File: src/rv_isa_pkg.sv
package rv_isa_pkg;

  // Architectural register index
  // x0 is hardwired to zero, so it never carries a dependency
  typedef logic [4:0] reg_idx_t;

  localparam reg_idx_t REG_X0 = 5'd0;

  // Decoded instruction class as seen by the pipeline control
  typedef enum logic [2:0] {
    OP_ALU    = 3'd0,
    OP_LOAD   = 3'd1,
    OP_STORE  = 3'd2,
    OP_CSR    = 3'd3,
    OP_MUL    = 3'd4,
    OP_BRANCH = 3'd5
  } op_class_e;

  // Where the value written to rd comes from
  // RES_PC4 is the link address of JAL and JALR
  typedef enum logic [2:0] {
    RES_ALU = 3'd0,
    RES_MEM = 3'd1,
    RES_CSR = 3'd2,
    RES_M   = 3'd3,
    RES_PC4 = 3'd4
  } res_src_e;

endpackage

File: src/rv_pipe_pkg.sv
package rv_pipe_pkg;

  // Next PC source presented by the fetch side
  typedef enum logic [1:0] {
    PC_SEL_SEQ       = 2'd0,
    PC_SEL_PREDICTED = 2'd1,
    PC_SEL_REDIRECT  = 2'd2
  } pc_sel_e;

  // Bypass source for one ID-stage operand
  typedef enum logic [1:0] {
    FWD_NONE = 2'd0,
    FWD_MEM  = 2'd1,
    FWD_WB   = 2'd2
  } fwd_sel_e;

  // Data memory flavour
  // BRAM load data only shows up once the load has moved on to WB
  typedef enum logic {
    MEM_TYPE_SRAM = 1'b0,
    MEM_TYPE_BRAM = 1'b1
  } mem_type_e;

  localparam int        DEF_FWD         = 1;
  localparam int        DEF_FWD_REGFILE = 1;
  localparam mem_type_e DEF_MEM_TYPE    = MEM_TYPE_BRAM;

  // Number of cycles a multiply or divide occupies EX
  localparam int M_CYCLES = 4;
  // Wide enough to hold M_CYCLES itself
  localparam int M_CNT_W  = $clog2(M_CYCLES + 1);

endpackage

File: src/rv_dest_if.sv
`timescale 1ns/1ps

interface rv_dest_if
  import rv_isa_pkg::*;
();

  // Destination metadata of the instruction held in one stage
  reg_idx_t  rd;
  // Register write enable, already qualified by valid
  logic      reg_write;
  logic      valid;
  op_class_e op_class;
  res_src_e  res_src;

  // Driven by the stage registers
  modport stage (
    output rd,
    output reg_write,
    output valid,
    output op_class,
    output res_src
  );

  // Read by hazard detection and the bypass selector
  modport watch (
    input rd,
    input reg_write,
    input valid,
    input op_class,
    input res_src
  );

endinterface

File: src/rv_id_stage.sv
`timescale 1ns/1ps

module rv_id_stage
  import rv_isa_pkg::*;
(
  input  logic      clk,
  input  logic      rst,
  input  logic      in_valid,
  output logic      in_ready,
  input  reg_idx_t  in_rs1,
  input  reg_idx_t  in_rs2,
  input  reg_idx_t  in_rd,
  input  logic      in_rs1_used,
  input  logic      in_rs2_used,
  input  logic      in_reg_write,
  input  op_class_e in_op,
  input  logic      stall,
  input  logic      flush,
  output logic      issue,
  output reg_idx_t  id_rs1,
  output reg_idx_t  id_rs2,
  output logic      id_rs1_used,
  output logic      id_rs2_used,
  output reg_idx_t  id_rd,
  output logic      id_reg_write,
  output op_class_e id_op,
  output logic      id_valid
);

  // One-entry decode slot
  // It can take a new instruction in the same cycle the current one issues
  logic      slot_valid;
  // Keeps in_ready low until the first cycle after reset
  logic      out_of_reset;
  logic      accept;
  reg_idx_t  rs1_q;
  reg_idx_t  rs2_q;
  reg_idx_t  rd_q;
  logic      rs1_used_q;
  logic      rs2_used_q;
  logic      reg_write_q;
  op_class_e op_q;

  // A stall holds the slot and EX gets a bubble
  // A flush drops both the slot and any instruction accepted this cycle
  assign issue    = slot_valid && !stall && !flush;
  assign in_ready = out_of_reset && (!slot_valid || issue);
  assign accept   = in_valid && in_ready;

  always_ff @(posedge clk) begin
    if (rst) begin
      out_of_reset <= 1'b0;
      slot_valid   <= 1'b0;
    end else begin
      out_of_reset <= 1'b1;
      if (flush) begin
        slot_valid <= 1'b0;
      end else if (accept) begin
        slot_valid <= 1'b1;
      end else if (issue) begin
        slot_valid <= 1'b0;
      end
    end
  end

  always_ff @(posedge clk) begin
    if (accept) begin
      rs1_q       <= in_rs1;
      rs2_q       <= in_rs2;
      rd_q        <= in_rd;
      rs1_used_q  <= in_rs1_used;
      rs2_used_q  <= in_rs2_used;
      reg_write_q <= in_reg_write;
      op_q        <= in_op;
    end
  end

  assign id_valid     = slot_valid;
  assign id_rs1       = rs1_q;
  assign id_rs2       = rs2_q;
  assign id_rd        = rd_q;
  assign id_reg_write = reg_write_q;
  assign id_op        = op_q;
  // Source use only counts while a real instruction sits in the slot
  assign id_rs1_used  = slot_valid && rs1_used_q;
  assign id_rs2_used  = slot_valid && rs2_used_q;

  // A stalled instruction must be the same one on the next cycle
  a_slot_held: assert property (@(posedge clk) disable iff (rst)
    (slot_valid && !issue && !flush) |=> (slot_valid && $stable({rs1_q, rs2_q, rd_q, op_q})));

endmodule

File: src/rv_stage_track.sv
`timescale 1ns/1ps

module rv_stage_track
  import rv_isa_pkg::*, rv_pipe_pkg::*;
(
  input  logic            clk,
  input  logic            rst,
  input  logic            issue,
  input  reg_idx_t        id_rd,
  input  logic            id_reg_write,
  input  op_class_e       id_op,
  input  logic            ex_mem_flush,
  input  logic            mispredicted_mem,
  output logic            op_active_ex,
  rv_dest_if.stage        ex,
  rv_dest_if.stage        mem,
  rv_dest_if.stage        wb,
  output logic            ret_valid,
  output reg_idx_t        ret_rd
);

  // Result source follows from the instruction class
  // Stores and ALU ops share RES_ALU
  function automatic res_src_e res_of(op_class_e op);
    case (op)
      OP_LOAD:   return RES_MEM;
      OP_CSR:    return RES_CSR;
      OP_MUL:    return RES_M;
      OP_BRANCH: return RES_PC4;
      default:   return RES_ALU;
    endcase
  endfunction

  logic               ex_valid;
  logic               mem_valid;
  logic               wb_valid;
  reg_idx_t           ex_rd;
  reg_idx_t           mem_rd;
  reg_idx_t           wb_rd;
  logic               ex_wr;
  logic               mem_wr;
  logic               wb_wr;
  op_class_e          ex_op;
  op_class_e          mem_op;
  op_class_e          wb_op;
  logic [M_CNT_W-1:0] m_cnt;
  logic               ex_hold;

  // An M op counts its cycles in EX and releases EX on the last one
  assign op_active_ex = ex_valid && (ex_op == OP_MUL) && (m_cnt < M_CNT_W'(M_CYCLES - 1));
  // A misprediction in MEM kills a busy M op too
  assign ex_hold = op_active_ex && !mispredicted_mem;

  always_ff @(posedge clk) begin
    if (rst) begin
      ex_valid  <= 1'b0;
      mem_valid <= 1'b0;
      wb_valid  <= 1'b0;
      m_cnt     <= '0;
    end else begin
      if (!ex_hold) begin
        ex_valid <= issue;
      end
      // ex_mem_flush turns the EX instruction into a bubble for MEM
      mem_valid <= ex_valid && !ex_mem_flush;
      wb_valid  <= mem_valid;
      m_cnt     <= ex_hold ? m_cnt + 1'b1 : '0;
    end
  end

  always_ff @(posedge clk) begin
    if (issue && !ex_hold) begin
      ex_rd <= id_rd;
      ex_wr <= id_reg_write;
      ex_op <= id_op;
    end
    mem_rd <= ex_rd;
    mem_wr <= ex_wr;
    mem_op <= ex_op;
    wb_rd  <= mem_rd;
    wb_wr  <= mem_wr;
    wb_op  <= mem_op;
  end

  assign ex.valid     = ex_valid;
  assign ex.rd        = ex_rd;
  assign ex.reg_write = ex_valid && ex_wr;
  assign ex.op_class  = ex_op;
  assign ex.res_src   = res_of(ex_op);

  assign mem.valid     = mem_valid;
  assign mem.rd        = mem_rd;
  assign mem.reg_write = mem_valid && mem_wr;
  assign mem.op_class  = mem_op;
  assign mem.res_src   = res_of(mem_op);

  assign wb.valid     = wb_valid;
  assign wb.rd        = wb_rd;
  assign wb.reg_write = wb_valid && wb_wr;
  assign wb.op_class  = wb_op;
  assign wb.res_src   = res_of(wb_op);

  // Every instruction leaving WB retires
  assign ret_valid = wb_valid;
  assign ret_rd    = wb_rd;

  a_m_cnt_range: assert property (@(posedge clk) disable iff (rst)
    m_cnt < M_CNT_W'(M_CYCLES));

endmodule

File: src/rv_hazard.sv
`timescale 1ns/1ps

module rv_hazard
  import rv_isa_pkg::*, rv_pipe_pkg::*;
#(
  parameter int        FWD         = DEF_FWD,
  parameter int        FWD_REGFILE = DEF_FWD_REGFILE,
  parameter mem_type_e MEM_TYPE    = DEF_MEM_TYPE
) (
  input  reg_idx_t   id_rs1,
  input  reg_idx_t   id_rs2,
  input  logic       id_rs1_used,
  input  logic       id_rs2_used,
  rv_dest_if.watch   ex,
  rv_dest_if.watch   mem,
  rv_dest_if.watch   wb,
  input  logic       op_active_ex,
  input  pc_sel_e    pc_sel,
  input  logic       mispredicted_mem,
  input  logic       btb_pred_taken,
  input  logic       ras_pred_taken,
  output logic       data_hazard,
  output logic       if_id_flush,
  output logic       id_ex_flush,
  output logic       ex_mem_flush
);

  // True when a producer writing rd feeds a used source register
  function automatic logic raw(reg_idx_t rd, logic wr, reg_idx_t rs, logic used);
    return wr && (rd != REG_X0) && used && (rd == rs);
  endfunction

  logic ex_match;
  logic mem_match;
  logic wb_match;
  logic pc_redirect;
  logic control_flush;
  logic pred_flush;

  assign ex_match  = raw(ex.rd, ex.reg_write, id_rs1, id_rs1_used) ||
                     raw(ex.rd, ex.reg_write, id_rs2, id_rs2_used);
  assign mem_match = raw(mem.rd, mem.reg_write, id_rs1, id_rs1_used) ||
                     raw(mem.rd, mem.reg_write, id_rs2, id_rs2_used);

  // With a write-through register file, WB results are seen by ID reads directly
  if (FWD_REGFILE != 0) begin : g_wb_regfile_fwd
    assign wb_match = 1'b0;
  end else begin : g_wb_stall
    assign wb_match = raw(wb.rd, wb.reg_write, id_rs1, id_rs1_used) ||
                      raw(wb.rd, wb.reg_write, id_rs2, id_rs2_used);
  end

  // Redirect from EX or a misprediction resolved in MEM
  // Either one kills whatever sits behind it
  assign pc_redirect   = (pc_sel == PC_SEL_REDIRECT);
  assign control_flush = pc_redirect || mispredicted_mem;

  if (FWD != 0) begin : g_fwd
    // Results that are not ready while their producer sits in EX
    logic late_ex;
    // Results that the MEM bypass cannot supply
    logic late_mem;

    assign late_ex = (ex.op_class == OP_LOAD) || (ex.op_class == OP_CSR) ||
                     (ex.op_class == OP_MUL);

    if (MEM_TYPE == MEM_TYPE_BRAM) begin : g_bram
      // BRAM load data only arrives in WB
      assign late_mem = (mem.op_class == OP_LOAD) || (mem.res_src == RES_CSR) ||
                        (mem.res_src == RES_M);
    end else begin : g_sram
      assign late_mem = (mem.res_src == RES_CSR) || (mem.res_src == RES_M);
    end

    // Everything else is covered by the ID-stage bypass
    assign data_hazard = ((late_ex && ex_match) || (late_mem && mem_match) || wb_match) &&
                         !control_flush;
  end else begin : g_no_fwd
    // Without bypassing every RAW dependency waits for the register file
    assign data_hazard = (ex_match || mem_match || wb_match) && !control_flush;
  end

  // Predictions made at ID (static or RAS) have already fetched the wrong
  // sequential instruction, while BTB hits redirect fetch in time
  // The flush only applies while the pipeline moves
  assign pred_flush = (pc_sel == PC_SEL_PREDICTED) && (!btb_pred_taken || ras_pred_taken) &&
                      !data_hazard && !op_active_ex;

  assign if_id_flush  = control_flush || pred_flush;
  assign id_ex_flush  = control_flush;
  // A busy M op sends bubbles to MEM until its last EX cycle
  assign ex_mem_flush = mispredicted_mem || op_active_ex;

  // A flushed consumer must never also hold the pipeline
  a_no_stall_on_flush: assert final (!(data_hazard && id_ex_flush));

endmodule

File: src/rv_fwd_id.sv
`timescale 1ns/1ps

module rv_fwd_id
  import rv_isa_pkg::*, rv_pipe_pkg::*;
(
  input  reg_idx_t  id_rs1,
  input  reg_idx_t  id_rs2,
  rv_dest_if.watch  mem,
  rv_dest_if.watch  wb,
  output fwd_sel_e  rs1_sel,
  output fwd_sel_e  rs2_sel
);

  // Bypass choice for one source register
  // MEM wins over WB because it holds the younger value
  function automatic fwd_sel_e pick(
    reg_idx_t rs,
    reg_idx_t mem_rd,
    logic     mem_wr,
    res_src_e mem_src,
    reg_idx_t wb_rd,
    logic     wb_wr
  );
    logic mem_ready;
    // Only ALU results and link addresses exist by the time an op reaches MEM
    mem_ready = (mem_src == RES_ALU) || (mem_src == RES_PC4);
    if (rs == REG_X0) begin
      return FWD_NONE;
    end else if (mem_wr && mem_ready && (mem_rd == rs)) begin
      return FWD_MEM;
    end else if (wb_wr && (wb_rd == rs)) begin
      return FWD_WB;
    end
    return FWD_NONE;
  endfunction

  // Loads, CSR reads and M results in MEM are left to the hazard unit,
  // which stalls until they reach WB
  assign rs1_sel = pick(id_rs1, mem.rd, mem.reg_write, mem.res_src, wb.rd, wb.reg_write);
  assign rs2_sel = pick(id_rs2, mem.rd, mem.reg_write, mem.res_src, wb.rd, wb.reg_write);

endmodule

File: src/rv_pipe_ctrl.sv
`timescale 1ns/1ps

module rv_pipe_ctrl
  import rv_isa_pkg::*, rv_pipe_pkg::*;
#(
  parameter int        FWD         = DEF_FWD,
  parameter int        FWD_REGFILE = DEF_FWD_REGFILE,
  parameter mem_type_e MEM_TYPE    = DEF_MEM_TYPE
) (
  input  logic      clk,
  input  logic      rst,
  input  logic      in_valid,
  output logic      in_ready,
  input  reg_idx_t  in_rs1,
  input  reg_idx_t  in_rs2,
  input  reg_idx_t  in_rd,
  input  logic      in_rs1_used,
  input  logic      in_rs2_used,
  input  logic      in_reg_write,
  input  op_class_e in_op,
  input  pc_sel_e   pc_sel,
  input  logic      mispredicted_mem,
  input  logic      btb_pred_taken,
  input  logic      ras_pred_taken,
  output logic      data_hazard,
  output logic      if_id_flush,
  output logic      id_ex_flush,
  output logic      ex_mem_flush,
  output fwd_sel_e  fwd_rs1_sel,
  output fwd_sel_e  fwd_rs2_sel,
  output logic      ret_valid,
  output reg_idx_t  ret_rd
);

  logic      issue;
  logic      stall;
  logic      op_active_ex;
  reg_idx_t  id_rs1;
  reg_idx_t  id_rs2;
  reg_idx_t  id_rd;
  logic      id_rs1_used;
  logic      id_rs2_used;
  logic      id_reg_write;
  op_class_e id_op;

  // Destination metadata of the three stages behind ID
  rv_dest_if dest_ex ();
  rv_dest_if dest_mem ();
  rv_dest_if dest_wb ();

  // ID holds for a data hazard or a busy M op
  assign stall = data_hazard || op_active_ex;

  rv_id_stage u_id_stage (
    .clk, .rst, .in_valid, .in_ready, .in_rs1, .in_rs2, .in_rd, .in_rs1_used,
    .in_rs2_used, .in_reg_write, .in_op, .stall, .flush(if_id_flush), .issue,
    .id_rs1, .id_rs2, .id_rs1_used, .id_rs2_used, .id_rd, .id_reg_write, .id_op,
    .id_valid()
  );

  rv_stage_track u_stage_track (
    .clk, .rst, .issue, .id_rd, .id_reg_write, .id_op, .ex_mem_flush,
    .mispredicted_mem, .op_active_ex, .ex(dest_ex), .mem(dest_mem), .wb(dest_wb),
    .ret_valid, .ret_rd
  );

  rv_hazard #(
    .FWD(FWD),
    .FWD_REGFILE(FWD_REGFILE),
    .MEM_TYPE(MEM_TYPE)
  ) u_hazard (
    .id_rs1, .id_rs2, .id_rs1_used, .id_rs2_used, .ex(dest_ex), .mem(dest_mem),
    .wb(dest_wb), .op_active_ex, .pc_sel, .mispredicted_mem, .btb_pred_taken,
    .ras_pred_taken, .data_hazard, .if_id_flush, .id_ex_flush, .ex_mem_flush
  );

  rv_fwd_id u_fwd_id (
    .id_rs1, .id_rs2, .mem(dest_mem), .wb(dest_wb),
    .rs1_sel(fwd_rs1_sel), .rs2_sel(fwd_rs2_sel)
  );

endmodule

File: config.mk
export PLATFORM = sky130hd
export DESIGN_NAME = rv_pipe_ctrl
export DESIGN_NICKNAME = d
export VERILOG_FILES = /design/src/rv_isa_pkg.sv /design/src/rv_pipe_pkg.sv /design/src/rv_dest_if.sv /design/src/rv_id_stage.sv /design/src/rv_stage_track.sv /design/src/rv_hazard.sv /design/src/rv_fwd_id.sv /design/src/rv_pipe_ctrl.sv
export SDC_FILE = /design/constraint.sdc
export NUM_CORES = 1
export LEC_CHECK = 0
export CAP_MARGIN = 20
export CORE_MARGIN = 2
export CORE_UTILIZATION = 55
export DETAILED_ROUTE_END_ITERATION = 6
export DONT_BUFFER_PORTS = 1
export GPL_TIMING_DRIVEN = 0
export PLACE_DENSITY = 0.78
export SLEW_MARGIN = 10
export SYNTH_ARGS = -nofsm -noshare
export SYNTH_HDL_FRONTEND = slang
export SYNTH_HIERARCHICAL = 1
export SYNTH_SLANG_ARGS = --single-unit
File: constraint.sdc
create_clock -name clk -period 8 [get_ports clk]
set_clock_uncertainty 0.05 [all_clocks]
set_input_delay 1.6 -clock clk [delete_from_list [all_inputs] [get_ports clk]]
set_output_delay 1.6 -clock clk [all_outputs]
set_load 0.02 [all_outputs]
# After elaboration in Yosys (flattened, before gate mapping)
# Cells that the tools add are included.
# word_totals
ff_bits,53
word_cells,127
input_bits,29
# classes
n_mux,18
n_lt_le_gt_ge,1
n_eq_ne,18
add_sub_neg,1
n_reduce_logical,67
bitwise,1
# ops
operator,n
1-bit logical AND,35
5-bit == test,6
2-bit 2-to-1 mux,8
1-bit logical OR,14
"3-bit by 2-bit == test with 1-bit output, second input constant",4
"3-bit == test, second input constant",4
3-bit case mux with 4 select lines,1
1-bit zero test,10
5-bit zero test,2
5-bit nonzero test,2
1-bit 2-to-1 mux,9
"3-bit by 1-bit == test with 1-bit output, second input constant",2
2-bit OR reduction,2
"3-bit by 1-bit adder with 3-bit output, second input constant",1
3-bit zero test,1
"3-bit by 2-bit less-than comparator with 1-bit output, second input constant",1
"2-bit by 1-bit == test with 1-bit output, second input constant",1
"2-bit == test, second input constant",1
2-bit nonzero test,1
1-bit inverter,1

# Logic depth before layout (Yosys ltp)
# depth
ltp_word,18
ltp_mapped,11
depth_no_buf,11

# Cells and area by module
# Netlist, hierarchy kept.
# modules_own_cells
mod,n_inst,area_per_inst_um2,cells_each,seq_area_each_um2
rv_stage_track,1,1044.8,77,750.7
rv_id_stage,1,726.9,32,670.6
rv_hazard,1,340.3,49,0.0
rv_fwd_id,1,284.0,39,0.0
rv_pipe_ctrl,1,6.3,1,0.0

# Worst setup path before layout
# No wires, ideal clock.
# synth_timing
kind,in2out
from,input pc_sel[0]
to,output in_ready
required_ns,6.350
arrival_ns,2.712
path_buffers,0
cell_stages,6
setup_slack_ns,3.638
cell_sequence,inv_1 -> a21o_1 -> nor2_1 -> or2_1 -> o21ai_1 -> and2_1
# synth_via
word_cells_on_any_way,17
classes_between,2 x eq/ne; 15 x reduce/logical
# synth_rtl
item,line_no,rtl
from (decl),rv_pipe_ctrl.sv:21,"input pc_sel_e pc_sel,"
2-bit == test,rv_hazard.sv:55,assign pc_redirect = (pc_sel == PC_SEL_REDIRECT);
1-bit logical OR,rv_hazard.sv:56,assign control_flush = pc_redirect || mispredicted_mem;
net id_ex_flush,rv_pipe_ctrl.sv:27,"output logic id_ex_flush,"
1-bit zero test,rv_hazard.sv:77,!control_flush;
1-bit logical AND,rv_hazard.sv:76,assign data_hazard = ((late_ex && ex_match) || (late_mem && mem_match) || wb_match) &&
net data_hazard,rv_pipe_ctrl.sv:25,"output logic data_hazard,"
1-bit logical OR,rv_pipe_ctrl.sv:52,assign stall = data_hazard || op_active_ex;
net stall,rv_pipe_ctrl.sv:36,logic stall;
1-bit zero test,rv_id_stage.sv:46,assign issue = slot_valid && !stall && !flush;
1-bit logical AND (2 in a row),rv_id_stage.sv:46,
1-bit logical OR,rv_id_stage.sv:47,assign in_ready = out_of_reset && (!slot_valid || issue);
1-bit logical AND,rv_id_stage.sv:47,
to (decl),rv_pipe_ctrl.sv:13,"output logic in_ready,"
# The timed path passes the listed nets, and every way through them passes these cells.

# Worst setup path after layout
# Same ends and word-level chain as after synthesis.

==> impl_metrics.prom <==
# TYPE chip_impl_metric gauge
chip_impl_info{name="status",value="finished, final reports clean"} 1
chip_impl_metric{name="grt_first_pass_wirelength",unit="um"} 5982
chip_impl_metric{name="dieWidth",unit="um"} 68.24
chip_impl_info{name="startpoint_type",value="primary input"} 1
chip_impl_metric{name="fin_nets",unit=""} 219
chip_impl_metric{name="setup_tns",unit="ps"} 0
chip_impl_metric{name="cp.required",unit="ps"} 6350
chip_impl_metric{name="arrival",unit="ps"} 2800
chip_impl_metric{name="drv.max_cap_violation_count",unit=""} 0
chip_impl_metric{name="global_route_track_usage_on_met1",unit="%"} 20.73
chip_impl_info{name="endpoint_kind",value="primary output"} 1
chip_impl_metric{name="antenna_left",unit=""} 0
chip_impl_metric{name="pin_count_of_the_biggest_net_entering_global_routing",unit=""} 22
chip_impl_metric{name="cts.repair.resized",unit=""} 0
chip_impl_metric{name="antenna_cells",unit=""} 0
chip_impl_metric{name="layout-area-overhead-vs-synth",unit="%"} 8.655
chip_impl_info{name="crit_slowest_cell",value="nor2_1"} 1
chip_impl_metric{name="num_vias",unit=""} 1342
chip_impl_metric{name="finalHoldViolations",unit=""} 0
chip_impl_info{name="timing.hold.worst.class",value="register to register"} 1
chip_impl_metric{name="stdcell_area",unit="mm2"} 0.002466
chip_impl_metric{name="leakage",unit="nW"} 0.8168
chip_impl_info{name="grt_setup_unrepaired",value="no"} 1
chip_impl_metric{name="routed_via_density",unit=""} 5.592
chip_impl_metric{name="ir_drop",unit="mV"} 0.1394
chip_impl_metric{name="grt_antenna_before_repair",unit=""} 0
chip_impl_info{name="setup.worst_path.class",value="primary input to primary output"} 1
chip_impl_metric{name="relSlewSlack",unit="%"} 37.10
chip_impl_metric{name="initial_core_util",unit="%"} 56.74
chip_impl_metric{name="dr.first_iter.drc_count",unit=""} 45
chip_impl_metric{name="cts_hold_repair.buffers",unit=""} 0
chip_impl_metric{name="warnings_from_yosys",unit=""} 6
chip_impl_metric{name="avgRoutedWirePerCell",unit="um"} 16.34
chip_impl_metric{name="fin_cells",unit=""} 240
chip_impl_metric{name="drc_errors",unit=""} 0
chip_impl_metric{name="timing.final.crit_period",unit="ps"} 4446
chip_impl_metric{name="maximum_clock_frequency",unit="MHz"} 224.9
chip_impl_metric{name="gr-usage-all-layers",unit="%"} 18.11
chip_impl_metric{name="cts.sink_count",unit=""} 53
chip_impl_metric{name="die_ht",unit="um"} 68.24
chip_impl_metric{name="finalSetupViolCount",unit=""} 0
chip_impl_metric{name="syn-cell-area",unit="mm2"} 0.002270
chip_impl_metric{name="syn_nets",unit=""} 212
chip_impl_info{name="tritoncts",value="done"} 1
chip_impl_metric{name="drive_gt1_share",unit="%"} 12.11
chip_impl_metric{name="worst_path_largest_cell_delay",unit="ps"} 380
chip_impl_metric{name="io_pins",unit=""} 44
chip_impl_metric{name="gr-usage-met2",unit="%"} 31.55
chip_impl_metric{name="final_max_slew_viol_count",unit=""} 0
chip_impl_metric{name="floorplan.rows",unit=""} 23
chip_impl_metric{name="worstPathMaxFanout",unit=""} 3
chip_impl_metric{name="power_density",unit="mW/mm2"} 212.4
chip_impl_metric{name="postSynthAreaPerCell",unit="um2"} 12.47
chip_impl_metric{name="layout_worst_path_cycle_share",unit="%"} 55.57
chip_impl_metric{name="worst_slew_pin_slew",unit="ps"} 934.8
chip_impl_metric{name="clk_path_buf_depth",unit=""} 2
chip_impl_metric{name="post_synth_inst_count",unit=""} 182
chip_impl_metric{name="cts_made_buffers",unit=""} 5
chip_impl_metric{name="dpl_cell_area",unit="mm2"} 0.002332
chip_impl_metric{name="floorplan.die_area",unit="mm2"} 0.004657
chip_impl_metric{name="whs",unit="ps"} 303.3
chip_impl_info{name="clockRootBuffer",value="clkbuf_8"} 1
chip_impl_metric{name="placement.io_buffers",unit=""} 0
chip_impl_info{name="busiest_layer",value="met2"} 1
chip_impl_metric{name="hpwl",unit="um"} 2913
chip_impl_metric{name="grt_pass1_vias",unit=""} 1317
chip_impl_metric{name="grt_remaining_overflow",unit=""} 0
chip_impl_metric{name="cts.htree.levels",unit=""} 2
chip_impl_metric{name="postRouteWirelength",unit="um"} 3922
chip_impl_metric{name="use_met3",unit="%"} 5.592
chip_impl_metric{name="insertion_delay",unit="ps"} 300
chip_impl_metric{name="core_area",unit="mm2"} 0.004000
chip_impl_info{name="timing.critical_path.cells",value="inv_1 -> a21o_1 -> nor2_1 -> or2_1 -> o21ai_1 -> and2_1"} 1
chip_impl_metric{name="place_inst",unit=""} 232
chip_impl_metric{name="gp_congestion",unit=""} 0.8562
chip_impl_metric{name="clk_pin_slew",unit="ps"} 90
chip_impl_metric{name="cts.repair_timing.setup_buffer_count",unit=""} 0
chip_impl_metric{name="detail_route.first_pass.iterations",unit=""} 4
==> metrics by stage <==
stage | util, % | worst slack, ps | power (mW)
4_1_cts | 61.65 | 3556 | 0.5282
6_report | 61.65 | 3554 | 0.5238
2_1_floorplan | - | 3638 | 0.3193
5_1_grt | 61.65 | 3472 | 0.5390
3_5_place_dp | 58.30 | 3563 | 0.3235
3_3_place_gp | 58.30 | 3583 | 0.3221
==> worst paths after layout <==
| kind | from | cells after the start | slack [ps] | to |
|---|---|---|---|---|
| setup / recovery | pc_sel[0] | 6 | 3550 | in_ready |
| hold reg to reg | u_stage_track/mem_wr | 0 | 300 | u_stage_track/wb_wr |
| hold / removal | u_stage_track/mem_wr | 0 | 300 | u_stage_track/wb_wr |
| setup reg to reg | u_stage_track/mem.rd[1] | 8 | 4840 | u_id_stage/id_rs1[0] |
==> sequential cells by signal (all words and copies together), names as in the netlist, 3 cells and up <==
name                        cells
u_id_stage/id_rd                5
u_id_stage/id_rs1               5
u_id_stage/id_rs2               5
u_stage_track/ex.rd             5
u_stage_track/mem.rd            5
u_stage_track/ret_rd            5
u_id_stage/id_op                3
u_stage_track/ex.op_class       3
u_stage_track/m_cnt             3
u_stage_track/mem.op_class      3
==> per-layer routing <==
layer	routed length [um]	up-vias
li1	-	651
met3	204	4
met1	1636	642
met5	0	-
met2	2053	45
met4	28	0
==> report_power, final <==
part	switching [mW]	leakage, nW	internal (mW)
Combinational	0.00887	0.279	0.00775
Clock	0.0822	0.0681	0.124
Sequential	0.00668	0.469	0.294
==> placed cells by master (no fill, tap or decap), drive strengths merged <==
| master | n |
|---|---|
| nand4 | 6 |
| nand3b | 3 |
| buf | 5 |
| xnor2 | 38 |
| xor2 | 4 |
| nor3b | 4 |
| edfxtp | 30 |
| nor3 | 6 |
| nand2 | 9 |
| and4 | 1 |
| clkinv | 1 |
| o22ai | 2 |
| a22oi | 1 |
| a21oi | 3 |
| dfxtp | 23 |
| and3 | 1 |
| nor4 | 3 |
| a2111oi | 1 |
| mux2i | 1 |
| or4 | 3 |
| a21o | 2 |
| ha | 1 |
| or2 | 2 |
| and2 | 7 |
| nor2b | 2 |
| a32oi | 1 |
| o21ai | 3 |
| nand3 | 1 |
| clkbuf | 5 |
| nand2b | 2 |
| bufinv | 2 |
| nor4b | 1 |
| inv | 5 |
| nor2 | 11 |
==> critical path, delay by kind of cell <==
kind	cells	cell delay (ps)
AND/OR/NAND/NOR	3	820
AO/OA/AOI/OAI	2	340
buffers and inverters	1	30
==> area by class of cell <==
type                    instances  area (um2)
multi-input cells             119       852.1
clock inverters                 3       65.06
flip-flops and latches         53        1361
plain buffers                   5       37.54
fillers                       304        1534
well taps                      50       62.56
inverters                       5       18.77
clock buffers                   5       68.82
(Power assumes the default switching activity.)
